<file path="src/hw/mipsPkg.sv">
package mipsPkg;

    typedef struct packed {
        logic [5:0] opcode;
        logic [4:0] rs;
        logic [4:0] rt;
        logic [4:0] rd;
        logic [4:0] shamt;
        logic [5:0] funct;
    } rFmtT;

    typedef struct packed {
        logic [5:0]  opcode;
        logic [4:0]  rs;
        logic [4:0]  rt;
        logic [15:0] imm16;
    } iFmtT;

    typedef struct packed {
        logic [5:0]  opcode;
        logic [25:0] target26;
    } jFmtT;

    // one instruction word, three field layouts
    typedef union packed {
        rFmtT r;
        iFmtT i;
        jFmtT j;
    } instrT;

    localparam logic [31:0] defResetPc = 32'h0000_3000;
    localparam int          defDmWords = 1024;

    localparam logic [2:0] aluAdd = 3'b000;
    localparam logic [2:0] aluSub = 3'b001;
    localparam logic [2:0] aluXor = 3'b010;
    localparam logic [2:0] aluOr  = 3'b011;
    localparam logic [2:0] aluSll = 3'b100;

    localparam logic [2:0] wbAlu  = 3'b000;
    localparam logic [2:0] wbMem  = 3'b001;
    localparam logic [2:0] wbLui  = 3'b010;
    localparam logic [2:0] wbLink = 3'b011; // pc+4

    localparam logic [2:0] extZero  = 3'b000;
    localparam logic [2:0] extSign  = 3'b001;
    localparam logic [2:0] extUpper = 3'b010;

    localparam logic [1:0] dstRt = 2'b00;
    localparam logic [1:0] dstRd = 2'b01;
    localparam logic [1:0] dstRa = 2'b10;

    localparam logic [2:0] npcSeq    = 3'b000;
    localparam logic [2:0] npcBranch = 3'b001;
    localparam logic [2:0] npcJump   = 3'b010;
    localparam logic [2:0] npcReg    = 3'b100;

    localparam logic [1:0] memWord = 2'b00;
    localparam logic [1:0] memHalf = 2'b01;
    localparam logic [1:0] memByte = 2'b10;

    localparam logic [5:0] opSpecial = 6'b000000;
    localparam logic [5:0] opRegimm  = 6'b000001; // bgezal, rt not checked
    localparam logic [5:0] opJ       = 6'b000010;
    localparam logic [5:0] opJal     = 6'b000011;
    localparam logic [5:0] opBeq     = 6'b000100;
    localparam logic [5:0] opBgtz    = 6'b000111;
    localparam logic [5:0] opAddi    = 6'b001000;
    localparam logic [5:0] opOri     = 6'b001101;
    localparam logic [5:0] opLui     = 6'b001111;
    localparam logic [5:0] opLb      = 6'b100000;
    localparam logic [5:0] opLh      = 6'b100001;
    localparam logic [5:0] opLw      = 6'b100011;
    localparam logic [5:0] opSb      = 6'b101000;
    localparam logic [5:0] opSh      = 6'b101001;
    localparam logic [5:0] opSw      = 6'b101011;

    localparam logic [5:0] fnSll  = 6'b000000;
    localparam logic [5:0] fnJr   = 6'b001000;
    localparam logic [5:0] fnJalr = 6'b001001;
    localparam logic [5:0] fnAdd  = 6'b100000;
    localparam logic [5:0] fnAddu = 6'b100001;
    localparam logic [5:0] fnSub  = 6'b100010;
    localparam logic [5:0] fnXor  = 6'b100110;

endpackage

</file>
<file path="src/hw/nextPc.sv">
`timescale 1ns/1ps

module nextPc #(
    parameter logic [31:0] resetPc = mipsPkg::defResetPc
) (
    input  logic        clk,
    input  logic        rstN,
    input  logic [2:0]  npcSel,
    input  logic        isBeq,
    input  logic        isBgtz,
    input  logic        isBgezal,
    input  logic [31:0] rsVal,
    input  logic [31:0] rtVal,
    input  logic [15:0] imm16,
    input  logic [25:0] target26,
    output logic [31:0] pc,
    output logic [31:0] pcPlus4
);
    import mipsPkg::*;

    logic        taken;
    logic [31:0] brTarget;
    logic [31:0] jTarget;
    logic [31:0] npc;

    assign pcPlus4 = pc + 32'd4;

    assign taken = (isBeq    & (rsVal == rtVal))
                 | (isBgtz   & ($signed(rsVal) > 0))
                 | (isBgezal & ~rsVal[31]); // rs >= 0

    assign brTarget = pcPlus4 + {{14{imm16[15]}}, imm16, 2'b00};
    assign jTarget  = {pcPlus4[31:28], target26, 2'b00};

    always_comb begin
        case (npcSel)
            npcBranch: npc = taken ? brTarget : pcPlus4;
            npcJump:   npc = jTarget;
            npcReg:    npc = rsVal;
            default:   npc = pcPlus4;
        endcase
    end

    always_ff @(posedge clk) begin
        if (!rstN) begin
            pc <= resetPc;
        end else begin
            pc <= npc;
        end
    end

endmodule

</file>
<file path="config.mk">
export PLATFORM = sky130hd
export DESIGN_NAME = nextPc
export DESIGN_NICKNAME = d
export VERILOG_FILES = /design/src/hw/mipsPkg.sv /design/src/hw/nextPc.sv
export SDC_FILE = /design/constraint.sdc
export NUM_CORES = 1
export LEC_CHECK = 0
export BUFFER_PORTS_ARGS = -buffer_cell sky130_fd_sc_hd__buf_4
export CAP_MARGIN = 20
export CORE_MARGIN = 5
export CORE_UTILIZATION = 25
export CTS_CLUSTER_SIZE = 30
export DETAILED_ROUTE_END_ITERATION = 10
export GPL_TIMING_DRIVEN = 0
export PLACE_DENSITY = 0.49
export SLEW_MARGIN = 25
export SYNTH_ARGS = -nofsm -noshare
export SYNTH_HDL_FRONTEND = slang
export SYNTH_SLANG_ARGS = --single-unit
</file>
<file path="constraint.sdc">
create_clock -name clk -period 7.73 [get_ports clk]
set_input_delay 0.3865 -clock clk [delete_from_list [all_inputs] [get_ports clk]]
set_output_delay 0.3865 -clock clk [all_outputs]
set_load 0.1 [all_outputs]
</file>
# Word level (Yosys, flattened, before mapping)

Cells that the tools add are included.

Word-level logic and storage cells: 16
Output and inout bits: 64
Bits in registers: 32
Bits of input ports: 114

Add/sub/neg operators: 2
Mux-type cells: 2
Bitwise logic cells: 6
Equality and inequality tests: 4
Order comparisons: 1

Operator list:

| kind                                                 | count |
|---|---|
| case mux 32 bit (3 select lines)                     | 1 |
| adder 32 x 3 -> 32 bit (second input constant)       | 1 |
| adder 32 bit                                         | 1 |
| equality test 32 bit                                 | 1 |
| > comparator 32 x 1 -> 1 bit (second input constant) | 1 |
| 2-to-1 mux 32 bit                                    | 1 |
| bitwise AND 1 bit                                    | 3 |
| equality test 3 x 1 -> 1 bit (second input constant) | 1 |
| equality test 3 x 2 -> 1 bit (second input constant) | 1 |
| equality test 3 bit (second input constant)          | 1 |
| bitwise OR 1 bit                                     | 2 |
| inverter 1 bit                                       | 1 |

# Longest topological paths before layout

Word-level depth: 6
Mapped depth: 16

# Worst setup path before layout

Ideal clock, no wire load.

Path type: flip-flop to flip-flop
Start: reg pc[4]
End: reg pc[28]
Arrival: 5.780 ns
Path buffers: 0
Required time: 7.608 ns
Stages on the path, launching flop included: 14
Library setup time: 0.122 ns
Slack: 1.828 ns
Cell sequence: dfxtp_1 > and4_1 > and2_1 > nand3_1 > xnor2_1 > ha_1 > and2_0 > a221o_1 > and2_4 > or4b_4 > and4_4 > o311ai_2 > and3_1 > o31ai_2

Cells in the longest elaborated chain, start to end: 4

RTL lines:

| what                             | RTL line     | RTL |
|---|---|---|
| from (decl)                      | nextPc.sv:16 | `output logic [31:0] pc,` |
| from (signal assigned)           | nextPc.sv:46 | `pc <= resetPc;` |
| from (signal assigned)           | nextPc.sv:48 | `pc <= npc;` |
| adder 32 x 3 -> 32 bit           | nextPc.sv:26 | `assign pcPlus4 = pc + 32'd4;` |
| via pcPlus4[11]                  | nextPc.sv:17 | `output logic [31:0] pcPlus4` |
| adder 32 bit                     | nextPc.sv:32 | `assign brTarget = pcPlus4 + {{14{imm16[15]}}, imm16, 2'b00};` |
| 2-to-1 mux 32 bit                | nextPc.sv:37 | `npcBranch: npc = taken ? brTarget : pcPlus4;` |
| case mux 32 bit (3 select lines) | nextPc.sv:36 | `case (npcSel)` |

The timed path passes the listed nets, and every way through them passes these cells.
A chain may end at the register's enable or synchronous reset.

# Worst setup path after layout

Start: reg pc[2]
End: reg pc[31]

Cells in the longest elaborated chain, start to end: 4

RTL lines:

| what                                 | RTL line |
|---|---|
| adder 32 x 3 -> 32 bit (*)           | nextPc.sv:26 |
| adder 32 bit                         | nextPc.sv:32 |
| 2-to-1 mux 32 bit                    | nextPc.sv:37 |
| case mux 32 bit (3 select lines) (*) | nextPc.sv:36 |

Mark *: on every way between the ends. The rest lies on a longest branch, timed or not.

==> impl_metrics.yaml <==
status:
  status: "completed"
final_layout:
  final_util_pct: 35.2
  diodes: 0
  largest_reg_flops: 32
  drive_gt1_share_pct: 23.8
  final_nets: 964
  fin_cells: 1045
  top_register: "pc"
  area_delta_synth_final_pct: 39.3
  top_regs: "pc (32)"
  final_area_um2: 6280
timing:
  slew_viol_final: 0
  hold_viol_final: 0
  max_slew_margin_pct: 58.1
  rsz0062_at_grt: "false"
  worst_slack_ns: 2.88
  setup_violations: 0
  tightest_slew_ns: 0.625
  clock_skew_ns: 0.00581
  setup_tns_ns: 0
  max_freq_ghz: 0.206
  finalCritPeriodShare_pct: 62.8
  holdWs_ns: 0.394
  finalCriticalPeriod_ns: 4.85
critical_path:
  crit_start: "pc[2]"
  r2r_cells: 16
  start_kind: "register"
  endpoint: "pc[31]"
  end_kind: "register"
  required_ns: 7.96
  critPathMaxFanout: 9
  r2r_end: "pc[31]"
  rr_startpoint: "pc[2]"
  worst_ep_arrival_time_ns: 5.08
  ff2ff_setup_slack_ns: 2.88
  criticalPathCategory: "register to register"
floorplan:
  die_area_um2: 20800
  coreArea_um2: 17800
  io_pins: 178
  die_w_um: 144
  num_rows: 49
  die_h_um: 144
  start_util_pct: 25.3
route:
  drc: 0
  drt_iter0_drc: 465
  routedWlPerCell_um: 20.9
  ant_nets: 0
  vias_per_cell: 5.32
  dr.pass1.iters: 5
  drt-total-wl_um: 21900
  dr_total_vias: 5563
logic_synthesis:
  synth-xor-area-share_pct: 15.9
  syn-num-nets: 781
  synth_top_family_by_area: "compound AO/OA/AOI/OAI gates"
  synth_fa_ha_area_share_pct: 9.89
  synth_seq_cells: 32
  yosysMostFrequentCell: "a21oi_1"
  synthDistinctLibCells: 65
  synth_cells: 632
  yosysTopAreaCellShare_pct: 14.2
  synth_compound_area_share_pct: 31.9
  synth_area_leader_cell: "dfxtp_1"
  synth_edf_count: 0
  yosys-top-cells-area: "dfxtp_1 (14%), ha_1 (9.4%), xor2_1 (9.3%), a21oi_1 (7.4%), xnor2_1 (6.6%)"
  async_reset_ff_share_pct: 0
  syn-cell-area_um2: 4510
  synth_top_flop_cell: "dfxtp_1"
  yosys.area_share.simple_pct: 23.6
  synth_mux_area_share_pct: 0.250
  yosys_warnings: 0
  yosys-top-cells-count: "a21oi_1 (67), xor2_1 (48), nor2_1 (44)"
  syn_area_per_cell_um2: 7.13
  ys_seq_area_share_pct: 14.2
placed_design:
  place_congestion: 0.902
  placed_cells: 1037
  port_buffers: 176
  placed_cell_area_um2: 6110
  dp_hpwl_um: 18500
  post-place-ws_ns: 2.98
clocking:
  post_cts_buffers: 0
  htree_levels: 2
  clk_pin_slew_worst_paths_ns: 0.06
  cts_inserted_buffers: 5
  cts_resized: 0
  clock-sinks: 32
  cts_tree: "done"
  clockBufferDepth: 2
  cts_hold_buffers: 0
  root_buffer: "clkbuf_16"
  clk_latency_ns: 0.29
grt:
  grt_max_degree: 18
  grt.overflow.total: 0
  first_global_vias: 5302
  grt_usage_pct: 19.9
  grt_pass1_wl_um: 31800
  antenna_found_initial: 0
power:
  vdd_drop_max_uv: 86.1
  p_total_mw: 1.08
  p_leak_nw: 2.74
  p_per_area_nw_per_um2: 171
flow_run:
  cap_violations: 0
worst_hold_path:
  hold_path_class: "primary input to register"
[layout by cell type (no fill, tap or decap), types with 6 or more instances in the layout]
cell type,n
o221ai_1,13
nand4_1,15
xor2_1,48
a21oi_1,67
o21ai_0,43
clkbuf_1,29
xnor2_1,34
o21ai_1,25
and3_1,11
nand2_1,41
a21o_1,17
a211oi_1,8
nor2_1,44
dfxtp_1,32
nor4_1,16
buf_4,178
nor3_1,17
inv_1,16
ha_1,34
nand3_1,30
o22ai_1,6
a31oi_1,7
[cell type report]
type / count / area (um^2)
sequential: 32 / 641
multi-input combinational: 552 / 3680
timing repair buffer: 176 / 1320
fill: 1944 / 11600
clock inverter: 2 / 35.0
tap: 229 / 287
inverter: 17 / 63.8
buffer: 31 / 125
clock buffer: 6 / 129
[cell families after synthesis]
| kind of cell | after synthesis |
|---|---|
| AOI/OAI and AO/OA | 229 |
| xor gates and xnor gates | 82 |
| adders and majority gates | 35 |
| buffers and inverters | 48 |
| DFF | 32 |
| muxes | 1 |
| and+or+nand+nor | 205 |
[per-layer routing]
| metal | global-route usage [%] | share of wire [%] | vias up |
|---|---|---|---|
| met2 | 34.0 | 46 | 237 |
| li1 | - | - | 2744 |
| met3 | 3.31 | 8.1 | 30 |
| met1 | 26.3 | 44 | 2552 |
| met5 | 0 | 0 | - |
| met4 | 4.91 | 2.0 | 0 |
[critical path, stage by stage (launching register included)]
cell       delay, ns
dfxtp_1         0.47
ha_1            0.34
and4_1          0.23
clkbuf_1        0.34
nand3_1         0.31
nor2_1          0.20
xor2_1          0.40
ha_1            0.31
clkbuf_1        0.22
a21oi_1         0.36
o21ai_1         0.16
a21oi_1         0.27
o21ai_0         0.15
a21oi_1         0.21
nand4b_1        0.15
a2111oi_0       0.46
a311o_1         0.18
[report_power, final]
part	switching (mW)	total [mW]	internal [mW]
clock network	0.0799	0.232	0.152
logic	0.449	0.641	0.193
registers	0.0222	0.202	0.180
[how the worst min path moves through the flow]
stage	cells past startpoint	slack [ns]	start	end
floorplan	2	0.58	rstN	pc[0]
global placement	2	0.52	pc[1]	pc[1]
detailed placement	2	0.53	pc[1]	pc[1]
CTS	3	0.40	target26[1]	pc[3]
global route	3	0.42	target26[1]	pc[3]
finish	3	0.39	target26[1]	pc[3]
No activity file was read; power rests on OpenSTA's default activity.
