`config.mk`:
```
export PLATFORM = sky130hd
export DESIGN_NAME = controller
export DESIGN_NICKNAME = d
export VERILOG_FILES = /design/src/hw/mipsPkg.sv /design/src/hw/controller.sv
export SDC_FILE = /design/constraint.sdc
export NUM_CORES = 1
export LEC_CHECK = 0
export ABC_AREA = 0
export BUFFER_PORTS_ARGS = -buffer_cell sky130_fd_sc_hd__buf_4
export CORE_AREA = 2 2 39 41
export DETAILED_ROUTE_END_ITERATION = 8
export DIE_AREA = 0 0 41 43
export GPL_TIMING_DRIVEN = 0
export PLACE_DENSITY = 0.7
export SYNTH_ARGS = -nofsm -noshare
export SYNTH_HDL_FRONTEND = slang
export SYNTH_SLANG_ARGS = --single-unit
```
`constraint.sdc`:
```
create_clock -name vclk -period 1.7
set_input_delay 0.085 -clock vclk [all_inputs]
set_output_delay 0.085 -clock vclk [all_outputs]
set_load 0.01 [all_outputs]
```
`src/hw/mipsPkg.sv`:
```
package mipsPkg;

    typedef struct packed {
        logic [5:0] opcode;
        logic [4:0] rs;
        logic [4:0] rt;
        logic [4:0] rd;
        logic [4:0] shamt;
        logic [5:0] funct;
    } rFmtT;

    typedef struct packed {
        logic [5:0]  opcode;
        logic [4:0]  rs;
        logic [4:0]  rt;
        logic [15:0] imm16;
    } iFmtT;

    typedef struct packed {
        logic [5:0]  opcode;
        logic [25:0] target26;
    } jFmtT;

    // one instruction word, three field layouts
    typedef union packed {
        rFmtT r;
        iFmtT i;
        jFmtT j;
    } instrT;

    localparam logic [31:0] defResetPc = 32'h0000_3000;
    localparam int          defDmWords = 1024;

    localparam logic [2:0] aluAdd = 3'b000;
    localparam logic [2:0] aluSub = 3'b001;
    localparam logic [2:0] aluXor = 3'b010;
    localparam logic [2:0] aluOr  = 3'b011;
    localparam logic [2:0] aluSll = 3'b100;

    localparam logic [2:0] wbAlu  = 3'b000;
    localparam logic [2:0] wbMem  = 3'b001;
    localparam logic [2:0] wbLui  = 3'b010;
    localparam logic [2:0] wbLink = 3'b011; // pc+4

    localparam logic [2:0] extZero  = 3'b000;
    localparam logic [2:0] extSign  = 3'b001;
    localparam logic [2:0] extUpper = 3'b010;

    localparam logic [1:0] dstRt = 2'b00;
    localparam logic [1:0] dstRd = 2'b01;
    localparam logic [1:0] dstRa = 2'b10;

    localparam logic [2:0] npcSeq    = 3'b000;
    localparam logic [2:0] npcBranch = 3'b001;
    localparam logic [2:0] npcJump   = 3'b010;
    localparam logic [2:0] npcReg    = 3'b100;

    localparam logic [1:0] memWord = 2'b00;
    localparam logic [1:0] memHalf = 2'b01;
    localparam logic [1:0] memByte = 2'b10;

    localparam logic [5:0] opSpecial = 6'b000000;
    localparam logic [5:0] opRegimm  = 6'b000001; // bgezal, rt not checked
    localparam logic [5:0] opJ       = 6'b000010;
    localparam logic [5:0] opJal     = 6'b000011;
    localparam logic [5:0] opBeq     = 6'b000100;
    localparam logic [5:0] opBgtz    = 6'b000111;
    localparam logic [5:0] opAddi    = 6'b001000;
    localparam logic [5:0] opOri     = 6'b001101;
    localparam logic [5:0] opLui     = 6'b001111;
    localparam logic [5:0] opLb      = 6'b100000;
    localparam logic [5:0] opLh      = 6'b100001;
    localparam logic [5:0] opLw      = 6'b100011;
    localparam logic [5:0] opSb      = 6'b101000;
    localparam logic [5:0] opSh      = 6'b101001;
    localparam logic [5:0] opSw      = 6'b101011;

    localparam logic [5:0] fnSll  = 6'b000000;
    localparam logic [5:0] fnJr   = 6'b001000;
    localparam logic [5:0] fnJalr = 6'b001001;
    localparam logic [5:0] fnAdd  = 6'b100000;
    localparam logic [5:0] fnAddu = 6'b100001;
    localparam logic [5:0] fnSub  = 6'b100010;
    localparam logic [5:0] fnXor  = 6'b100110;

endpackage

```
`src/hw/controller.sv`:
```
`timescale 1ns/1ps

module controller (
    input  logic [5:0] opcode,
    input  logic [5:0] funct,
    output logic [2:0] aluCtrl,
    output logic       memRead,
    output logic       memWrite,
    output logic       regWrite,
    output logic [2:0] wbSel,
    output logic [2:0] extSel,
    output logic       aluSrc,
    output logic [1:0] regDst,
    output logic [2:0] npcSel,
    output logic       isBeq,
    output logic       isBgtz,
    output logic       isBgezal,
    output logic [1:0] memSize
);
    import mipsPkg::*;

    logic rType;
    logic insAdd, insSub, insXor, insSll, insJr, insJalr;
    logic insOri, insAddi, insLui;
    logic insLw, insLh, insLb, insSw, insSh, insSb;
    logic insBeq, insBgtz, insBgezal, insJ, insJal;
    logic load, store, branch, link;

    assign rType   = (opcode == opSpecial);
    assign insAdd  = rType & ((funct == fnAdd) | (funct == fnAddu)); // no overflow trap
    assign insSub  = rType & (funct == fnSub);
    assign insXor  = rType & (funct == fnXor);
    assign insSll  = rType & (funct == fnSll);
    assign insJr   = rType & (funct == fnJr);
    assign insJalr = rType & (funct == fnJalr);

    assign insOri    = (opcode == opOri);
    assign insAddi   = (opcode == opAddi);
    assign insLui    = (opcode == opLui);
    assign insLw     = (opcode == opLw);
    assign insLh     = (opcode == opLh);
    assign insLb     = (opcode == opLb);
    assign insSw     = (opcode == opSw);
    assign insSh     = (opcode == opSh);
    assign insSb     = (opcode == opSb);
    assign insBeq    = (opcode == opBeq);
    assign insBgtz   = (opcode == opBgtz);
    assign insBgezal = (opcode == opRegimm);
    assign insJ      = (opcode == opJ);
    assign insJal    = (opcode == opJal);

    assign load   = insLw | insLh | insLb;
    assign store  = insSw | insSh | insSb;
    assign branch = insBeq | insBgtz | insBgezal;
    assign link   = insJal | insJalr | insBgezal; // bgezal links even when not taken

    assign aluCtrl = insSub ? aluSub :
                     insXor ? aluXor :
                     insOri ? aluOr  :
                     insSll ? aluSll :
                     aluAdd;

    assign memRead  = load;
    assign memWrite = store;
    assign regWrite = insAdd | insSub | insXor | insSll | insOri | insAddi
                    | insLui | load | link;

    assign wbSel = load   ? wbMem  :
                   insLui ? wbLui  :
                   link   ? wbLink :
                   wbAlu;

    assign extSel = (load | store | branch | insAddi) ? extSign :
                    insLui ? extUpper :
                    extZero;

    assign aluSrc = insOri | insAddi | insLui | load | store;

    assign regDst = (insAdd | insSub | insXor | insSll | insJalr) ? dstRd :
                    (insJal | insBgezal) ? dstRa :
                    dstRt;

    assign npcSel = branch            ? npcBranch :
                    (insJ | insJal)   ? npcJump   :
                    (insJr | insJalr) ? npcReg    :
                    npcSeq;

    assign isBeq    = insBeq;
    assign isBgtz   = insBgtz;
    assign isBgezal = insBgezal;

    assign memSize = (insLh | insSh) ? memHalf :
                     (insLb | insSb) ? memByte :
                     memWord;

endmodule

```
**Yosys cells after proc, flatten, opt, wreduce, memory -nomap -nowiden**

Cells that the tools add are included.
Widths: inputs -> output; s select.

- Equal/unequal tests: 20
- Muxes and demuxes: 16
- Bitwise operators: 36
- Reduce and logical (&&, ||, !) cells: 2

Operators by type and width:

| operator | number |
|---|---|
| $eq 6x6->1 const B | 10 |
| $eq 6x4->1 const B | 5 |
| $or 1x1->1 | 30 |
| $mux 3 | 7 |
| $mux 2 | 9 |
| $eq 6x2->1 const B | 2 |
| $eq 6x3->1 const B | 2 |
| $logic_not 6->1 | 2 |
| $and 1x1->1 | 6 |
| $eq 6x1->1 const B | 1 |

- Register bits: 0
- Word-level logic and storage cells: 74

**Longest topological paths before layout**

Gate-level depths: netlist of run 1.

- Depth in word-level cells: 11
- Mapped depth: 6

**Least setup slack after synthesis of run 1**

OpenSTA, ideal clock, no wires.

- Path type: input -> output
- Start: in opcode[5]
- End: out aluCtrl[0]
- Arrival: 1.193 ns
- Data required time: 1.615 ns
- Slack: 0.422 ns
- Cell stages on the path: 4
- Cell sequence: nor4_4 -> nand3b_2 -> or4_4 -> o21ai_2

- Word-level cells in the longest chain between the ends: 4
- Elaborated cells between the ends (all ways): 7
- Classes of those cells: 1 x eq/ne; 3 x mux; 2 x bitwise; 1 x reduce/logical

RTL lines:

| what | line | text |
|---|---|---|
| start, declared | controller.sv:4 | `input logic [5:0] opcode,` |
| $eq 6x4->1 / $logic_not 6->1 (equally long branches) | controller.sv:37, controller.sv:29 |  |
| $mux 3 / $and 1x1->1 (equally long branches) | controller.sv:59, controller.sv:32 |  |
| $mux 3 | controller.sv:58 | `insXor ? aluXor :` |
| $mux 3 (*) | controller.sv:57 | `assign aluCtrl = insSub ? aluSub :` |
| end, declared | controller.sv:6 | `output logic [2:0] aluCtrl,` |

Every way passes the cells marked *; elsewhere a longest branch is shown, timed or not.

**Worst setup path after layout of run 1**

- Start: in opcode[4]
- End: out aluCtrl[1]

The elaborated chain is that of the path after synthesis.

==> results of run 1 <==
worst max-delay path by stage:
stage                          from          to  slack [ps]  cells past startpoint
after floorplan           opcode[5]  aluCtrl[0]         420                      4
after global placement    opcode[4]  aluCtrl[1]         140                      6
after detailed placement  opcode[4]  aluCtrl[1]         120                      6
after CTS                 opcode[4]  aluCtrl[1]         110                      6
after global routing      opcode[4]  aluCtrl[1]          50                      6
final                     opcode[4]  aluCtrl[1]         130                      6
metrics by stage:
stage | power [mW] | std cells | worst slack [ps] | util | hold slack (ps)
2_1_floorplan | 0.0693 | 74 | 422 | - | 218
3_3_place_gp | 0.125 | 122 | 138 | 0.516 | 453
3_5_place_dp | 0.126 | 122 | 118 | 0.516 | 456
4_1_cts | 0.126 | 122 | 113 | 0.516 | 458
5_1_grt | 0.138 | 122 | 45.9 | 0.516 | 474
6_report | 0.126 | 122 | 125 | 0.516 | 456
worst max-delay path, delay by kind of cell:
family	cells	cell delay (ps)
simple gates	3	990
compound gates	1	130
buf+inv	2	270
kinds of logic (layout without fill, tap and decap cells):
| group | count (synthesis) | count (layout) | share of synthesized area |
|---|---|---|---|
| simple gates | 44 | 44 | 0.589 |
| compound gates | 15 | 15 | 0.242 |
| buf+inv | 11 | 43 | 0.119 |
| other cells | 1 | 2 | 0.00833 |
| xor+xnor | 1 | 1 | 0.0194 |
| mux | 1 | 1 | 0.0222 |
per-layer routing:
layer	vias up	global-route usage	share of wire
met3	0	0	0.083
li1	327	-	-
met5	-	0	0
met4	0	0	0
met2	25	0.269	0.46
met1	270	0.180	0.46
cell type report:
| type | count | area [sq um] |
|---|---|---|
| fill | 154 | 669 |
| multi-input combinational | 63 | 400 |
| buffer | 9 | 46.3 |
| timing repair buffer | 32 | 240 |
| inverter | 2 | 7.51 |
| tap | 16 | 20.0 |
power breakdown:
part / total (mW) / leakage, nW / internal [mW] / switching (mW)
clock network: 0 / 0 / 0 / 0
logic: 0.126 / 0.341 / 0.0603 / 0.0660
registers: 0 / 0 / 0 / 0
total: 0.126 / 0.341 / 0.0603 / 0.0660
Yosys cell counts (all sizes together), types with 2 or more instances:
master / n
nand2b: 4
nor3: 6
or4: 2
a21oi: 2
clkbuf: 6
and3: 2
inv: 2
a22oi: 2
nand2: 7
o32a: 2
nand3b: 2
nand3: 3
and2: 3
buf: 3
nor2: 10
o21ai: 5
==> impl_summary.md, run 1 <==
Setup path
The signal on the critical path passes through buf_4, nor4_4, nand3b_2, or4_4, o21ai_2, buf_4. The type of destination of the critical path is a primary output. The maximum net fanout on the critical path is 7. Data on the critical path is required at its endpoint by 1620 ps. The slowest stage cell on the critical path is sky130_fd_sc_hd__or4_4.

At the worst endpoint, the arrival time is 1490 ps. The worst setup path is launched from a primary input. The kind of critical path is in2out.

The cell that appears most often on the critical path is sky130_fd_sc_hd__buf_4. The critical path's largest stage delay is 510 ps.

Finish
The final standard cell area without fillers is 714 sq um. Across the whole layout, storage elements account for 0 sq um. The growth of design area from synthesis to finish is 58.6%.

In the final layout, the share of cells above drive strength 1 is 0.415. The count of clock buffers in the final design is 0. The final net count is 120. The count of sequential standard cells is 0.

0 antenna diodes ended up in the layout. Leaving out fill and tap cells, the most frequent cells in the layout are 35 x sky130_fd_sc_hd__buf_4, 10 x sky130_fd_sc_hd__nor2_1, 7 x sky130_fd_sc_hd__nand2_1, 6 x sky130_fd_sc_hd__nor3_1, 5 x sky130_fd_sc_hd__clkbuf_1. The library cell used most frequently in the layout, excluding fill and tap cells, is sky130_fd_sc_hd__buf_4.

Die
The core region is 1380 sq um. The floorplan die area is 1760 sq um. For this configuration, the core starts out at a cell density of 0.325. The number of top-level pins is 35. The y dimension of the die is 43 microns. The floorplan step set the die width to 41 microns. The row count is 14.

STA
The number of failing setup endpoints in the final timing report is 0. The fraction of the cycle the final worst path needs is 0.926. The number of pins with negative max-slew slack in the final report is 0. The routed design could run at a clock period as short as 1570 ps. The number of hold-slack violations in the final timing report is 0. The setup TNS is 0 ps. The upper clock frequency limit is 635 MHz. Setup repair after global routing left no endpoint under its margin.

Power and ir drop
The worst-case IR drop observed on VDD is 0.0000776 V. For this design the ratio of total power to cell area is 177 nW/um^2. The analysis attributes to cell leakage a power of 0.341 nW.

Route
The first TritonRoute pass finished after 4 iterations. In the final routed layout, each cell accounts on average for 10.5 microns. The antenna violation net count after detailed routing is 0. Across all layers, the routed design uses 622 vias.

The detailed router finished its first iteration with 11 violations. Wires add up to 1.28 mm. The mean number of vias per cell is 5.10.

The remaining design rule violation count is 0.

Synthesis
Sorting the synthesized cells by area gives the leading types as sky130_fd_sc_hd__nor2_1 8.3%, sky130_fd_sc_hd__nor3_1 6.7%, sky130_fd_sc_hd__nand2_1 5.8%. The average cell area after synthesis is 6.17 sq um. The number of cells produced by synthesis is 73. The cell type with the largest total area after synthesis is sky130_fd_sc_hd__nor2_1.

In this run the cell area of the synthesized design comes to 450 sq um. The fraction of post-synthesis cell area in the top cell type by area is 0.0833. The count of different cell masters after synthesis is 33.

The share of the Yosys chip area taken by registers is 0. Yosys printed 0 warnings.

Placement
The placed instances occupy a cell area of 714 sq um. The congestion estimate from routability-driven global placement came to 0.726. Buffers placed on the I/O ports in this run total 32. The total half-perimeter wirelength after legalization and detailed placement is 1.06 mm.

Clock tree
The post-CTS setup repair buffer count is 0. The number of hold buffers added after cts is 0. The post-cts repair resize count is 0.

Min path
For hold timing, the worst endpoint is aluCtrl[2]. The path class of the tightest hold or removal check is in2out. Counting instances, the worst hold path has a depth of 3.

The worst hold path begins at funct[5].

Global routing
The first-pass GRT wire length is 1.92 mm. The number of global-route vias before repair was 512. The remaining global-route overflow is 0. The maximum number of pins on one net before global-route repair is 11.

The number of antenna violations at the first check in global routing was 0. Across every metal layer, demand over resource in global routing totals 0.143.

Status
The flow ran to the end, and the final reports show no timing, DRC or antenna violations.

Job
The number of max-cap violations is 0.
(Power assumes the default switching activity.)
==> run 2: changes to the inputs <==
- MAX_ROUTING_LAYER: default -> met4
- PLACE_DENSITY: 0.7 -> default
- PLACE_DENSITY_LB_ADDON: default -> 0.2
==> run 2 against run 1 <==
Sequential cell count stayed put. Count of clock-buffer cells in the layout stayed put. Critical path depth is the same. Combinational power barely moved. Maximum frequency rose by 1.2%. Global-route usage grew 2.8 points. Sequential share of layout area unchanged. Die area unchanged. Cell area rose by 0.88%.
==> impl_summary.md, run 2 (synthesis gave the netlist of run 1 again) <==
STA
The number of hold-slack violations in the final timing report came to 0 (unchanged). The setup TNS was 0 ps (unchanged). The clock period minus worst slack is 1560 ps (-18.7 ps). The number of pins with negative max-slew slack in the final report is 0 (unchanged).

The fraction of the cycle the final worst path needs is 0.915 (-0.0110). The upper clock frequency limit is 643 MHz (+1.2%). The number of failing setup endpoints in the final timing report is 0 (unchanged). Setup repair after global routing left no endpoint under its margin.

Power and ir drop
The proportion of power drawn by the clock network is 0 (unchanged). The power dissipated by switching net loads is 0.0676 mW (+2.5%). The fraction of power spent switching nets is 0.527 (+0.00478).

The total design power is 0.128 mW (+1.5%). The combinational share of power came to 1.000 (about the same). The leakage power total is 0.343 nW (+0.33%). The internal power of the cells came to 0.0606 mW (+0.51%). The maximum vdd drop is 0.0000722 V (-6.9%). The total power per unit cell area is 178 nW/um^2 (+0.65%).

The sequential fraction of design power is 0 (unchanged).

Min path
The path class of the tightest hold or removal check is in2out.

Finish
The final net count was 120 (unchanged). The count of antenna diodes in the layout is 0 (unchanged). The share of post-route cells with drive strength above 1 was 0.425 (+0.00943). The count of clock buffers in the final design came to 0 (unchanged). The sequential cell area is 0 sq um (unchanged). The count of sequential standard cells was 0 (unchanged). The commonest non-fill, non-tap cell in the layout is sky130_fd_sc_hd__buf_4. In the layout the commonest cells are 35 x sky130_fd_sc_hd__buf_4, 10 x sky130_fd_sc_hd__nor2_1, 7 x sky130_fd_sc_hd__nand2_1, 6 x sky130_fd_sc_hd__nor3_1, 5 x sky130_fd_sc_hd__clkbuf_1. The growth of design area from synthesis to finish is 60.0%. The final instance count without filler cells is 122 (unchanged).

Placement
The number of buffers added on ports is 32 (unchanged). The total half-perimeter wirelength after legalization and detailed placement is 1.13 mm (+6.6%). The number of cells after detailed placement was 122 (unchanged).

The weighted congestion at the end of routability-driven global placement came to 0.706 (-2.8%).

Route
The average wire per cell in the routed design came to 11.2 microns (+6.7%). The mean number of vias per cell is 5.07 (-0.64%). The antenna violation net count after detailed routing came to 0 (unchanged).

The remaining design rule violation count is 0 (unchanged). The total number of vias is 618 (-0.64%). The total detailed-routing wirelength is 1.37 mm (+6.7%). The first-iteration detailed-routing DRC count was 8 (-3). The number of detailed-route iterations in the first pass is 4 (unchanged).

Global routing
The global-route usage over all layers was 0.171 (+0.0281). The remaining global-route overflow is 0 (unchanged). The number of global-route vias before repair is 535 (+4.5%). The first-pass GRT wire length came to 2.21 mm (+15%).

The number of antenna violations at the first check in global routing is 0 (unchanged). The maximum number of pins on one net before global-route repair is 11 (unchanged).

Die
The width of the die is 41 microns (unchanged). The row count is 14 (unchanged). The core area is 1380 sq um (unchanged).

The y dimension of the die is 43 microns (unchanged). The number of top-level pins was 35 (unchanged). The floorplan die area is 1760 sq um (unchanged). The initial core utilization is 0.325 (unchanged).

Setup path
The critical path data required time is 1620 ps (about the same). The kind of launch point of the worst setup path is a primary input. The setup path with the least slack is of type in2out.

The worst setup path is captured at a primary output. The data arrival time of the worst path is 1470 ps (-20 ps). The maximum net fanout on the critical path is 7 (unchanged).

Job
The number of max-cap violations came to 0 (unchanged).

Status
The flow ran to the end, and the final reports show no timing, DRC or antenna violations.

Clock tree
The number of hold buffers added after cts is 0 (unchanged).
-- run 2: cell count changes in the layout (fill, tap and decap cells not counted) --
cell / before / now
sky130_fd_sc_hd__nor4b_1: 1 / 0
sky130_fd_sc_hd__nor4b_2: 0 / 1
-- run 2: metal layers --
metal	routed length, microns	GRT usage	up-vias
li1	-	-	326
met1	578	0.222	270
met2	703	0.303	22
met3	88	0	0
met4	0	0	0
met5	0	-	-
-- run 2: timing repair --
item	in CTS	in global routing
setup endpoints to repair	0	1
resized for setup	0	1
buffers inserted	0	0
-- run 2: final cells by class --
cell class	count	area (sq um)
Inverter	2	7.51
Buffer	9	46.3
Multi-Input combinational cell	63	407
Tap cell	16	20.0
Fill cell	162	663
Timing Repair Buffer	32	240
-- run 2: critical path, cell delays in order --
cell and delay (ps):
sky130_fd_sc_hd__buf_4 140, sky130_fd_sc_hd__nor4_4 330, sky130_fd_sc_hd__nand3b_2 150, sky130_fd_sc_hd__or4_4 510
sky130_fd_sc_hd__o21ai_2 120, sky130_fd_sc_hd__buf_4 130
-- run 2: power by group through the flow --
stage               sequential, mW  clock (mW)  combinational, mW
floorplan                        0           0             0.0693
global placement                 0           0              0.125
detailed placement               0           0              0.127
CTS                              0           0              0.128
global route                     0           0              0.142
finish                           0           0              0.128
-- run 2: stage by stage --
step                instance area (sq um)   util  hold slack [ps]  worst slack [ps]
detailed placement                    714  0.516              456               128
finish                                721  0.521              456               144
CTS                                   714  0.516              459               122
global route                          721  0.521              480              34.4
global placement                      714  0.516              452               144
floorplan                             454      -              218               422
-- run 2: final timing paths --
check       from         end  slack [ps]  cells past startpoint
min     funct[5]  aluCtrl[2]         460                      3
max    opcode[4]  aluCtrl[1]         140                      6
