**config.mk**
```make
export PLATFORM = sky130hd
export DESIGN_NAME = alu
export DESIGN_NICKNAME = d
export VERILOG_FILES = /design/src/hw/mipsPkg.sv /design/src/hw/alu.sv
export SDC_FILE = /design/constraint.sdc
export NUM_CORES = 1
export LEC_CHECK = 0
export BUFFER_PORTS_ARGS = -buffer_cell sky130_fd_sc_hd__buf_2
export CAP_MARGIN = 25
export CORE_ASPECT_RATIO = 0.6
export CORE_UTILIZATION = 30
export DETAILED_ROUTE_END_ITERATION = 8
export GPL_TIMING_DRIVEN = 0
export PLACE_DENSITY_LB_ADDON = 0.05
export SLEW_MARGIN = 10
export SYNTH_ARGS = -nofsm -noshare
export SYNTH_HDL_FRONTEND = slang
export SYNTH_SLANG_ARGS = --single-unit
export TNS_END_PERCENT = 1
```
**constraint.sdc**
```tcl
create_clock -name vclk -period 6.4
set_clock_uncertainty 0.1 [all_clocks]
set_input_delay 0.96 -clock vclk [all_inputs]
set_output_delay 0.96 -clock vclk [all_outputs]
set_load 0.01 [all_outputs]
```
**src/hw/mipsPkg.sv**
```systemverilog
package mipsPkg;

    typedef struct packed {
        logic [5:0] opcode;
        logic [4:0] rs;
        logic [4:0] rt;
        logic [4:0] rd;
        logic [4:0] shamt;
        logic [5:0] funct;
    } rFmtT;

    typedef struct packed {
        logic [5:0]  opcode;
        logic [4:0]  rs;
        logic [4:0]  rt;
        logic [15:0] imm16;
    } iFmtT;

    typedef struct packed {
        logic [5:0]  opcode;
        logic [25:0] target26;
    } jFmtT;

    // one instruction word, three field layouts
    typedef union packed {
        rFmtT r;
        iFmtT i;
        jFmtT j;
    } instrT;

    localparam logic [31:0] defResetPc = 32'h0000_3000;
    localparam int          defDmWords = 1024;

    localparam logic [2:0] aluAdd = 3'b000;
    localparam logic [2:0] aluSub = 3'b001;
    localparam logic [2:0] aluXor = 3'b010;
    localparam logic [2:0] aluOr  = 3'b011;
    localparam logic [2:0] aluSll = 3'b100;

    localparam logic [2:0] wbAlu  = 3'b000;
    localparam logic [2:0] wbMem  = 3'b001;
    localparam logic [2:0] wbLui  = 3'b010;
    localparam logic [2:0] wbLink = 3'b011; // pc+4

    localparam logic [2:0] extZero  = 3'b000;
    localparam logic [2:0] extSign  = 3'b001;
    localparam logic [2:0] extUpper = 3'b010;

    localparam logic [1:0] dstRt = 2'b00;
    localparam logic [1:0] dstRd = 2'b01;
    localparam logic [1:0] dstRa = 2'b10;

    localparam logic [2:0] npcSeq    = 3'b000;
    localparam logic [2:0] npcBranch = 3'b001;
    localparam logic [2:0] npcJump   = 3'b010;
    localparam logic [2:0] npcReg    = 3'b100;

    localparam logic [1:0] memWord = 2'b00;
    localparam logic [1:0] memHalf = 2'b01;
    localparam logic [1:0] memByte = 2'b10;

    localparam logic [5:0] opSpecial = 6'b000000;
    localparam logic [5:0] opRegimm  = 6'b000001; // bgezal, rt not checked
    localparam logic [5:0] opJ       = 6'b000010;
    localparam logic [5:0] opJal     = 6'b000011;
    localparam logic [5:0] opBeq     = 6'b000100;
    localparam logic [5:0] opBgtz    = 6'b000111;
    localparam logic [5:0] opAddi    = 6'b001000;
    localparam logic [5:0] opOri     = 6'b001101;
    localparam logic [5:0] opLui     = 6'b001111;
    localparam logic [5:0] opLb      = 6'b100000;
    localparam logic [5:0] opLh      = 6'b100001;
    localparam logic [5:0] opLw      = 6'b100011;
    localparam logic [5:0] opSb      = 6'b101000;
    localparam logic [5:0] opSh      = 6'b101001;
    localparam logic [5:0] opSw      = 6'b101011;

    localparam logic [5:0] fnSll  = 6'b000000;
    localparam logic [5:0] fnJr   = 6'b001000;
    localparam logic [5:0] fnJalr = 6'b001001;
    localparam logic [5:0] fnAdd  = 6'b100000;
    localparam logic [5:0] fnAddu = 6'b100001;
    localparam logic [5:0] fnSub  = 6'b100010;
    localparam logic [5:0] fnXor  = 6'b100110;

endpackage

```
**src/hw/alu.sv**
```systemverilog
`timescale 1ns/1ps

module alu (
    input  logic [31:0] a,
    input  logic [31:0] b,
    input  logic [4:0]  shamt,
    input  logic [2:0]  aluCtrl,
    output logic [31:0] y
);
    import mipsPkg::*;

    always_comb begin
        case (aluCtrl)
            aluAdd:  y = a + b; // wraps
            aluSub:  y = a - b;
            aluXor:  y = a ^ b;
            aluOr:   y = a | b;
            aluSll:  y = b << shamt; // sll shifts rt
            default: y = a + b;
        endcase
    end

endmodule

```
== After elaboration in Yosys (flattened, before gate mapping) ==
Cells that the tools add are included.

* Add/sub/neg operators: 2
* $mul: 0
* Divide/modulo/power cells: 0
* Order comparisons: 0
* Equal/unequal tests: 4
* Shift operators: 1
* Multiplexer cells: 1
* Bitwise operators: 2
* Reductions and logical operators: 0

{| class="wikitable"
|+ Operators by type and width
! cell !! count
|-
| one-hot mux 32 bit (4 select lines) || 1
|-
| adder 32 bit || 1
|-
| OR 32 bit || 1
|-
| << shifter 32 x 5 -> 32 bit || 1
|-
| subtractor 32 bit || 1
|-
| XOR 32 bit || 1
|-
| equality test 3 x 2 -> 1 bit (second input constant) || 2
|-
| equality test 3 x 1 -> 1 bit (second input constant) || 1
|-
| equality test 3 bit (second input constant) || 1
|}

* Register bits after elaboration: 0
* Latch bits: 0
* Bits in writable memories: 0
* ROM bits: 0
* Bits of input ports: 72
* Logic and storage cells: 10
* Memories: 0

== Logic depth before layout (Yosys ltp) ==
Gate-level depths: netlist (run 1).

* Word-level depth: 2
* Mapped depth: 19
* Gate-level depth less buffers: 18

== Worst setup path before layout (run 1) ==
No wires, ideal clock.

* Path kind: input port to output port
* From: input aluCtrl[0]
* To: output y[24]
* Arrival time: 4.307 ns
* Setup slack: 1.033 ns
* Stages on the path: 15
* Cell sequence: clkbuf_1 -> and2_1 -> clkbuf_1 -> buf_1 -> nor2_1 -> xnor2_1 -> ha_1 -> a21o_1 -> a221o_2 -> a311oi_4 -> o31a_4 -> o211ai_1 -> a311oi_1 -> xor2_1 -> o21ai_0

* Word-level cells in the longest chain between the ends: 2
* Elaborated cells on any way between the ends: 5
* Classes of those cells: eq/ne: 4; mux: 1

{| class="wikitable"
|+ Ends and longest elaborated chain
! what !! RTL line !! RTL
|-
| start: declaration || alu.sv:7 || <nowiki>input logic [2:0] aluCtrl,</nowiki>
|-
| equality test 3 bit, or another cell as far along || alu.sv:13 || <nowiki>case (aluCtrl)</nowiki>
|-
| one-hot mux 32 bit (4 select lines) (*) || alu.sv:13 ||
|-
| end: declaration || alu.sv:8 || <nowiki>output logic [31:0] y</nowiki>
|}

Mark *: on every way between the ends. The rest lies on a longest branch, timed or not.

== Worst setup path in the final report (run 1) ==
* From: input b[4]
* To: output y[27]

* Word-level cells in the longest chain between the ends: 2
* Elaborated cells on any way between the ends: 4
* Classes of those cells: add/sub: 2; shift: 1; mux: 1

{| class="wikitable"
|+ Ends and longest elaborated chain
! what !! RTL line !! RTL
|-
| start: declaration || alu.sv:5 || <nowiki>input logic [31:0] b,</nowiki>
|-
| adder 32 bit, or another cell as far along || alu.sv:14, alu.sv:19 ||
|-
| one-hot mux 32 bit (4 select lines) (*) || alu.sv:13 ||
|}

Marks and branches as above.

==> reports/summary.md, run 1 <==
The fraction of layout cells with a size suffix above 1 is 18.8%, and the overall routing resource usage is 28.5%. The area growth from synthesis to final layout is 15.6%. The peak per-stage delay on the critical path works out to 0.42 ns.

The slowest stage of the critical path belongs to the cell sky130_fd_sc_hd__nor4_2. The Yosys step of the flow raised 0 warnings. After synthesis, the share of cell area in mux cells is 16.7%.

The part of the total power dissipated in combinational logic came out at 100.0%. For this run, design rule violations remaining after detail routing come to 0. The final critical path takes up 97.1% of the cycle. The tools report the via count of the first global-routing pass as 6139. The final hold violation count was 0. The analysis attributes to net switching a power of 452 µW. The fmax was 161 MHz.

The tools report the type of element capturing the critical path as an output port. Yosys attributes the largest share of cell area to sky130_fd_sc_hd__ha_1, sky130_fd_sc_hd__mux4_2, sky130_fd_sc_hd__mux2i_1. For this block, the initial DRC count from the detailed router was 678. The mapped netlist covers 5390 µm². For this design the static power due to leakage is 0.00293 µW.

The floorplan has 37 rows. The area share of the largest cell type after synthesis is 14.8%. The logs give 913 for the post-synth net total and 0 for the number of flip-flops and latches.

0 antenna diodes ended up in the layout. The most common cell in the synthesized netlist is sky130_fd_sc_hd__inv_1. After detailed routing, the average wire length per cell comes to 24.3 µm.

For the area of the die, the log shows 18500 µm². The total global routing overflow came out at 0. After synthesis, the largest family of logic cells by area is compound AO/OA/AOI/OAI gates.

The areal power density over the cells came out at 117 nW/µm². The global-route wire length before repair is 39400 µm. sky130_fd_sc_hd__ha_1 takes more of the synthesized area than any other cell.

The first-pass detailed-route iteration total was 5. The headroom to the max-slew limit came out at 35.1%. At the end of the flow the core is filled with cells to 35.9%. In this run the remaining antenna-violating nets after routing total 0. For the number of antenna violations at the first check in global routing, the log shows 0. Entering global routing, the biggest net connects 11 pins.

The proportion of power drawn by the clock network was 0%. Worst path setup slack after routing: 0.183 ns. After clock tree synthesis, the setup repair step added 0 buffers. Actual slew at the worst max-slew pin: 0.973 ns. The required time reported for the critical path endpoint was 5.34 ns. Yosys mapped the design onto 66 distinct sky130hd cell types. The complex-gate fraction of the synthesized area was 30.9%; the adder and majority gate portion of the synthesized area was 15.2%. Detailed routing inserted a total of 6547 vias.

After detailed routing, the number of vias per cell comes to 5.91. The number of top-level pins was 104. In the synthesized netlist, the cells that appear most often are sky130_fd_sc_hd__inv_1, sky130_fd_sc_hd__nand2_1, sky130_fd_sc_hd__a21oi_1. The area inside the core boundary was 17400 µm².

Summed over all layers, the routed wires come to 26900 µm. A synthesized cell averages 6.95 µm². The sequential power share came out at 0%. Post-synthesis sequential area ratio: 0%.

Power comes to 732 µW. Data on the critical path arrives at its endpoint at 5.16 ns. Setup repair after global routing could not meet its margin everywhere.

The post-layout minimum cycle time was 6.22 ns. At the end of routability-driven placement, the weighted congestion stood at 0.945. The tools report the minimum setup slack after placement as -0.336 ns. The critical path goes through buf_2, nor4_2, nand2_1, or2_2, nor3_2, nor2_1, xnor2_1, ha_1, clkdlybuf4s15_1, a21oi_1, o21bai_1, a21oi_1, and3_1, a21oi_2, a31oi_1, xor2_1, o21ai_0, buf_2.

The highest fanout seen on the critical path was 7; the post-synthesis share of cell area spent on and, or, nand and nor gates was 18.1%. The switching power as a share of total power is 61.8%. Setup violation total in the final timing report: 0.

The smallest hold slack is 2.30 ns. Of the total synthesized cell area, the portion taken by XOR and XNOR cells is 8.93%. The critical path is of the in2out type.

The final layout contains 1012 nets. Counting every instance in the synthesized netlist gives 776. The width of the die is 175 µm. VDD sags by at most 0.0000317 V. The setup TNS after final layout is 0 ns.

The number of max-slew violations in the final report is 0, and the count of port buffers added during placement is 97. STA classifies the critical path startpoint as an input pin. The logs give 0 µm² for the footprint of the flip-flops and latches and 0 for the number of maximum-capacitance violations.

Detailed placement finished with a half-perimeter wire length of 22600 µm. Internal power comes to 280 µW. The class of the tightest hold or removal check was in2out. The die is 106 µm tall. The tools report the number of clock buffers in the layout as 0. The flow ran to the end, and the final reports show no timing, DRC or antenna violations. The starting density of the core was 31.1%.
metal layers:
metal	global-route usage [%]	vias up	part of all wire, %
met4	3.17	0	1.2
li1	-	3038	-
met5	0	-	0
met2	36.1	315	36
met1	47.7	3169	53
met3	5.52	25	9.8
placed cells by master, fill, tap and decap left out, drive strengths merged, types with 14 or more instances in the layout:
| master | instances |
|---|---|
| a211oi | 19 |
| nor2 | 56 |
| xnor2 | 43 |
| inv | 87 |
| mux4 | 18 |
| a21o | 15 |
| mux2i | 38 |
| nand3 | 14 |
| buf | 109 |
| nand2 | 74 |
| clkbuf | 34 |
| ha | 64 |
| nor3 | 14 |
| o21ai | 50 |
| a21oi | 69 |
per-stage QoR:
step | area (µm²) | instances
CTS | 6200 | 1108
detailed placement | 6180 | 1109
global placement | 6170 | 1107
floorplan | 5390 | 776
finish | 6240 | 1107
global route | 6240 | 1107
final cells by class:
| class | instances | area (µm²) |
|---|---|---|
| inverters | 87 | 327 |
| well taps | 234 | 293 |
| plain buffers | 45 | 220 |
| repair buffers | 99 | 498 |
| fillers | 1936 | 11100 |
| multi-input cells | 642 | 4900 |
power groups by stage:
stage / registers (µW) / clock network (µW) / logic (µW)
global placement: 0 / 0 / 701
CTS: 0 / 0 / 710
floorplan: 0 / 0 / 456
global route: 0 / 0 / 789
detailed placement: 0 / 0 / 703
finish: 0 / 0 / 732
timing repair:
item	CTS	global route
pin swaps	0	0
gates resized for setup	6	7
endpoints found under the setup margin	11	10
gates cloned	0	0
hold buffers	0	0
endpoints found under the hold margin	0	0
worst max-delay path, delay by kind of cell:
kind,cells,cell delay (ns)
adders and majority gates,1,0.27
and+or+nand+nor,6,1.59
buffers and inverters,3,0.66
xor gates and xnor gates,2,0.42
AOI/OAI and AO/OA,6,1.24
final timing paths:
check        from  endpoint  slack [ns]  cells after the start
min    aluCtrl[1]      y[6]        2.30                      5
max          b[4]     y[27]        0.18                     18
kinds of logic after synthesis:
| family | after synthesis |
|---|---|
| AOI/OAI and AO/OA | 249 |
| and+or+nand+nor | 207 |
| buffers and inverters | 134 |
| muxes | 66 |
| adders and majority gates | 65 |
| xor gates and xnor gates | 55 |
No activity file was read; power rests on OpenSTA's default activity.
==> run 2, diff against run 1 <==
--- a/config.mk
+++ b/config.mk
@@ -5,9 +5,9 @@
 export SDC_FILE = /design/constraint.sdc
 export NUM_CORES = 1
 export LEC_CHECK = 0
+export ABC_AREA = 1
 export BUFFER_PORTS_ARGS = -buffer_cell sky130_fd_sc_hd__buf_2
 export CAP_MARGIN = 25
-export CORE_ASPECT_RATIO = 0.6
 export CORE_UTILIZATION = 30
 export DETAILED_ROUTE_END_ITERATION = 8
 export GPL_TIMING_DRIVEN = 0
==> run 2 against run 1 <==
Cell count is 47% higher. Combinational power decreased by 2%. Highest routed layer unchanged. Maximum frequency up 15%. Critical endpoint is now y[16]. Hold slack gained 0.047 ns. Critical path type unchanged. Die area rose by 13%. Utilization decreased by 0.76 points. Via count up 22%.
==> reports/summary.md, run 2 <==
The flow ran to the end, and the final reports show no timing, DRC or antenna violations. Arrival time at the worst endpoint: 4.35 ns (-0.81 ns). The worst ir drop on vdd came out at 0.0000357 V (+13%). In the post-synthesis netlist, the biggest area contributors are sky130_fd_sc_hd__nand2_1, sky130_fd_sc_hd__nand3_1, sky130_fd_sc_hd__ha_1.

The mean area per synthesized cell is 4.85 µm² (-30%), and the number of remaining DRC errors is 0 (unchanged). The number of maximum-capacitance violations was 0 (unchanged). The worst setup path is captured at an output port. The number of gates resized after CTS came out at 0 (-6). The startpoint kind of the worst setup timing path was an input pin. Of all cell types, the one taking the most synthesized area is sky130_fd_sc_hd__nand2_1. The die height is 145 µm (+37%), and the net total in the final layout is 1496 (+48%). The class of the tightest hold or removal check was in2out.

The setup path with the least slack is of type in2out. For the setup TNS after final layout, the log shows 0 ns (unchanged). The tools report the via count of the first global-routing pass as 7426 (+21%).

For the total wire length, the log shows 28500 µm (+5.9%). The areal power density over the cells was 103 nW/µm² (-12%). The area share of the largest cell type after synthesis came out at 27.1% (+12 points). The routed wirelength normalized by instance count works out to 17.5 µm (-28%). The peak per-stage delay on the critical path is 0.59 ns (+0.17 ns). The post-synthesis sequential area ratio was 0% (unchanged).

The tools report the number of max-slew violations in the final report as 0 (unchanged). The library cells used most frequently in the layout, excluding fill and tap cells, are sky130_fd_sc_hd__nand2_1, sky130_fd_sc_hd__inv_1, sky130_fd_sc_hd__nand3_1. By count the netlist is led by sky130_fd_sc_hd__nand2_1, sky130_fd_sc_hd__inv_1, sky130_fd_sc_hd__nand3_1. The logs give 35.2% (-0.76 points) for the final core utilization and 0 (unchanged) for the number of clock buffers in the layout.

sky130_fd_sc_hd__nand2_1 is the most common cell in the netlist. The HPWL after detailed placement was 25000 µm (+10%). The post-synth net total was 1393 (+53%); the portion of the clock cycle consumed by the worst path in the final layout was 84.6% (-13 points).

The post-layout minimum cycle time works out to 5.41 ns (-0.805 ns). The antenna diode count was 0 (unchanged); the global placer's final weighted congestion was 0.946 (+0.15%). The commonest non-fill, non-tap cell in the layout is sky130_fd_sc_hd__nand2_1. The largest individual stage delay along the critical path comes from the cell sky130_fd_sc_hd__fa_1.

The number of top-level pins was 104 (unchanged). The area of the die was 20900 µm² (+13%); the count of port buffers added during placement was 101 (+4.1%). Setup repair after global routing left no endpoint under its margin. The number of antenna violations at the first check in global routing is 0 (unchanged). The logs give 1256 (+62%) for the synthesized instance count and 0 (unchanged) for the number of flip-flops and latches. The per-cell via count in the routed design came out at 4.93 (-17%). The highest fanout seen on the critical path is 10 (+3).

Count of buffers added by post-CTS timing repair for setup: 0 (unchanged). The critical path goes through buf_2, inv_1, nand3_2, inv_1, clkbuf_1, o21ai_0, fa_1, nand3_1, nand3_1, nand2_1, nand3_1, nand3_1, nand2_1, nand2_1, nand2_1, nand2_1, nand3_1, buf_2. The standard-cell row count is 51 (+38%), and the fmax is 185 MHz (+15%). Hold buffer count at cts: 0 (unchanged). Vias after detailed routing: 7999 (+22%). The final hold violation count was 0 (unchanged); the warning count from the yosys run was 0 (unchanged). The overall routing resource usage came out at 27.5% (-0.99 points). The fraction of layout cells with a size suffix above 1 is 9.87% (-8.9 points).

The footprint of the flip-flops and latches is 0 µm² (unchanged), and the actual slew at the worst max-slew pin is 0.640 ns (-0.333 ns). The starting density of the core came out at 30.9% (-0.15 points). The kind of cell with the highest combined delay on the critical path is simple AND/OR/NAND/NOR gates.

The setup violation total in the final timing report was 0 (unchanged); the netlist area before placement was 6100 µm² (+13%). The total global routing overflow was 0 (unchanged); the required time reported for the critical path endpoint was 5.34 ns (about the same). The tools report the first-pass detailed-route iteration total as 7 (+2). The logs give 0 (unchanged) for the count of nets left with antenna violations after detail routing and 42800 µm (+8.7%) for the global-route wire length before repair.

Worst path buffer plus inverter count: 5 (+2). The run gives 57.3% (+22 points) as the headroom to the max-slew limit. The tools report the distinct cell type count after synthesis as 37 (-44%).

The tools report the pin count of the biggest net entering global routing as 11 (unchanged). Leakage power total: 0.00426 µW (+45%). The tools report the initial detailed-routing violation count as 595 (-12%). The tools report the area inside the core boundary as 19700 µm² (+14%). The area growth from synthesis to final layout works out to 13.7%. The width of the die works out to 145 µm (-17%).
## run 2: cell types whose count changed after synthesis, sizes merged, moves of 14 or more
cell / delta
clkbuf: -23
inv: +127
nor2: +63
a21oi: -14
a21o: -14
xnor2: -42
buf: +17
nand2: +367
mux4: -18
a211oi: -18
mux2i: -38
nand3: +168
xor2: +25
## run 2: area by class of cell
| cell class | count | area (µm²) |
|---|---|---|
| multi-input cells | 1000 | 5090 |
| well taps | 265 | 332 |
| repair buffers | 101 | 505 |
| fillers | 2407 | 12800 |
| inverters | 216 | 811 |
| plain buffers | 40 | 198 |
## run 2: cell families after synthesis
kind of cell               share of synthesized area, %
adders and majority gates                          13.5
xor gates and xnor gates                           5.46
AOI/OAI and AO/OA                                  11.9
buffers and inverters                              16.5
and+or+nand+nor                                    52.7
## run 2: final timing paths
path | start | to | cells past startpoint
max | aluCtrl[2] | y[16] | 18
min | a[1] | y[1] | 5
## run 2: metrics by stage
| step | area [µm²] | power (µW) | setup slack [ns] | instances | hold slack, ns |
|---|---|---|---|---|---|
| 4_1_cts | 6930 | 711 | 1.05 | 1622 | 2.35 |
| 2_1_floorplan | 6100 | 459 | 2.17 | 1256 | 2.09 |
| 3_3_place_gp | 6930 | 709 | 1.03 | 1622 | 2.34 |
| 3_5_place_dp | 6930 | 707 | 1.06 | 1622 | 2.34 |
| 5_1_grt | 6930 | 803 | 0.642 | 1622 | 2.38 |
| 6_report | 6930 | 715 | 0.988 | 1622 | 2.35 |
## run 2: report_power, final
part | switching [µW] | leakage, µW | total, µW | internal [µW]
Clock | 0 | 0 | 0 | 0
Sequential | 0 | 0 | 0 | 0
Combinational | 479 | 0.00426 | 715 | 235
Total | 479 | 0.00426 | 715 | 235
## run 2: metal layers
metal | vias to the layer above | GRT usage [%] | wire (µm)
li1 | 4185 | - | -
met1 | 3547 | 39.2 | 13600
met2 | 242 | 47.1 | 13100
met3 | 25 | 0.298 | 1250
met4 | 0 | 3.77 | 490
met5 | - | 0 | 0
==> run 3, diff against run 2 <==
--- a/config.mk
+++ b/config.mk
@@ -5,7 +5,7 @@
 export SDC_FILE = /design/constraint.sdc
 export NUM_CORES = 1
 export LEC_CHECK = 0
-export ABC_AREA = 1
+export ABC_AREA = 0
 export BUFFER_PORTS_ARGS = -buffer_cell sky130_fd_sc_hd__buf_2
 export CAP_MARGIN = 25
 export CORE_UTILIZATION = 30
==> constraint.sdc (replaced) <==
create_clock -name vclk -period 4.65
set_clock_uncertainty 0.1 [all_clocks]
set_input_delay 0.6975 -clock vclk [all_inputs]
set_output_delay 0.6975 -clock vclk [all_outputs]
set_load 0.01 [all_outputs]
==> run 3 against run 2 <==
The run now ends with setup timing left. Clock-buffer cell count did not move. Largest cell class unchanged. Global-route usage fell by 0.26 points. Largest power group unchanged. Die area fell by 11%. Critical path depth did not move. Sequential cell count did not move. Non-clock buffer count rose by 35. Highest routed layer unchanged. Sequential share of layout area did not move. Utilization rose by 4.7 points. Cell count fell by 30%. Final area barely moved. Critical path type unchanged. Via count fell by 17%. Critical endpoint is now y[29].
==> reports/summary.md, run 3 (synthesis gave the netlist of run 1 again) <==
The final critical path takes up 106% of the cycle. The signal on the critical path passes through buf_12, nor4_4, nand2_1, or2_4, nor3_4, a31oi_1, xnor2_1, ha_1, clkbuf_8, a21o_1, a21o_1, a21o_1, a211oi_2, o21ai_1, o21ai_1, nand3_1, a31o_2, buf_2. The area of the die came out at 18500 µm² (-11%). The footprint of the flip-flops and latches is 0 µm² (unchanged). The post-layout minimum cycle time was 4.94 ns; the first-pass detailed-route iteration total was 5 (-2).

The highest fanout seen on the critical path works out to 9 (-1). Setup repair after global routing could not meet its margin everywhere. The net total in the final layout was 1044 (-30%); the fraction of layout cells with a size suffix above 1 was 28.6% (+19 points). The setup TNS after final layout came out at -2.30 ns (-2.30 ns).

In this run the worst hold path is classified as in2out. The final core utilization is 39.8% (+4.7 points), and the standard-cell row count is 48 (-5.9%). From synthesis to final layout, the design area changed by 28.6%.

Leaving out fill and tap cells, the most frequent cells in the layout are sky130_fd_sc_hd__buf_2, sky130_fd_sc_hd__inv_1, sky130_fd_sc_hd__nand2_1. The count of placed standard cells including taps came out at 1100 (-32%). The run gives 12 (+12) as the setup violation total in the final timing report. Among the stages of the critical path, the cell type that occurs most often is sky130_fd_sc_hd__a21o_1. Number of flip-flops and latches: 0 (unchanged). The run gives 0 (unchanged) as the antenna diode count. The number of max-slew violations in the final report was 0 (unchanged). The pin count of the biggest net entering global routing is 14 (+3), and the number of maximum-capacitance violations is 0 (unchanged).

Among all stages on the critical path, the largest delay is contributed by sky130_fd_sc_hd__or2_4. The run gives 27.3% (-0.26 points) as the overall routing resource usage. The routed wirelength normalized by instance count was 23.0 µm (+31%); the worst ir drop on vdd was 0.0000753 V (+110%). Switching power as a share of total power: 58.1% (-9.0 points). The total wire length was 26000 µm (-8.5%).

The HPWL after detailed placement came out at 21100 µm (-15%). The run gives 1100 µW (+54%) as the overall power after layout. The headroom to the max-slew limit was 44.1% (-13 points); the actual slew at the worst max-slew pin was 0.839 ns (+0.199 ns). The peak per-stage delay on the critical path was 0.30 ns (-0.29 ns).

The logs give 638 µW (+33%) for the switching power summed over all nets and 0 (unchanged) for the final hold violation count. The logs give 0 (unchanged) for the count of nets left with antenna violations after detail routing and 0.976 (+3.1%) for the global placer's final weighted congestion. For the initial detailed-routing violation count, the log shows 453 (-24%).

The via count of the first global-routing pass was 6410 (-14%); the required time reported for the critical path endpoint was 3.85 ns (-1.49 ns). The areal power density over the cells is 158 nW/µm² (+54%), and the fmax is 202 MHz. For the number of antenna violations at the first check in global routing, the log shows 0 (unchanged).

The path with the worst hold slack has its endpoint at y[6]. Vias after detailed routing: 6628 (-17%). The tools report the global-route wire length before repair as 37700 µm (-12%).

The hold buffer count at cts was 0 (unchanged). The run gives 1909 (-21%) as the number of filler cells placed in the layout. The worst setup path is captured at an output port. The sequential power share was 0% (unchanged). The arrival time at the worst endpoint is 4.14 ns (-0.21 ns), and the count of port buffers added during placement is 97 (-4.0%). The tools report the proportion of power drawn by the clock network as 0% (unchanged). The width of the die was 136 µm (-5.9%).

The tools report the part of the total power dissipated in combinational logic as 100.0% (about the same). The tools report the number of standard cells in the layout, taps in and fillers out as 1130 (-30%). The checks that failed: setup timing. The logs give -0.290 ns (-1.28 ns) for the worst path setup slack after routing and 104 (unchanged) for the number of top-level pins. The internal power of the cells is 460 µW (+96%). The startpoint identified for the worst hold timing path is aluCtrl[1]. The leakage power total is 0.00320 µW (-25%). The critical path is of the in2out type.

The total global routing overflow is 0 (unchanged). The number of clock buffers in the layout came out at 0 (unchanged). The worst path buffer plus inverter count is 3 (-2).

Die height: 136 µm (-5.9%). STA classifies the critical path startpoint as an input pin. The flow ran to the end, but the final reports show violations. The number of cells traversed by the worst hold path was 5 (unchanged). The area inside the core boundary came out at 17400 µm² (-12%). Kind of cell with the highest combined delay on the critical path: compound AO/OA/AOI/OAI gates. For the starting density of the core, the log shows 31.0% (+0.048 points).

The per-cell via count in the routed design is 5.87 (+19%), and the multi-input combinational cell area is 5230 µm² (+2.7%). The tools report the number of remaining DRC errors as 0 (unchanged). The commonest non-fill, non-tap cell in the layout was sky130_fd_sc_hd__buf_2.
-- run 3: what timing repair did --
item,CTS,global route
pin swaps,52,33
setup endpoints to repair,27,21
resized for setup,91,39
buffers inserted,22,11
-- run 3: worst max-delay path by stage --
stage / from / endpoint / slack [ns] / cells after the start
after global routing: b[2] / y[31] / -0.48 / 20
after global placement: aluCtrl[0] / y[28] / -1.15 / 15
after detailed placement: aluCtrl[0] / y[26] / -1.13 / 15
after CTS: b[6] / y[28] / -0.26 / 17
final: b[2] / y[29] / -0.29 / 18
after floorplan: b[7] / y[28] / 0.02 / 13
-- run 3: layout make-up --
type	count	area share, %
buffer	44	3.88
inverter	87	4.74
multi-input combinational	642	75.3
tap	225	4.06
timing repair buffer	132	12.0
-- run 3: per-stage QoR --
stage	hold slack, ns	cell area [µm²]	setup WS, ns
floorplan	1.51	5440	0.0217
finish	1.81	6940	-0.290
global route	1.86	6940	-0.481
CTS	1.81	6710	-0.260
global placement	1.79	6200	-1.15
detailed placement	1.79	6220	-1.13
-- run 3: power groups by stage --
stage               clock network, µW  registers [µW]  logic (µW)
floorplan                           0               0         632
global placement                    0               0         949
detailed placement                  0               0         955
CTS                                 0               0        1040
global route                        0               0        1180
finish                              0               0        1100
-- run 3: layer usage --
metal,global-route usage [%],share of wire (%),vias to the layer above,wire length [µm]
met5,0,0,-,0
met4,10.3,3.3,0,860
met3,2.20,4.8,44,1260
met2,47.0,49,264,12700
met1,35.1,43,3213,11200
li1,-,-,3107,-
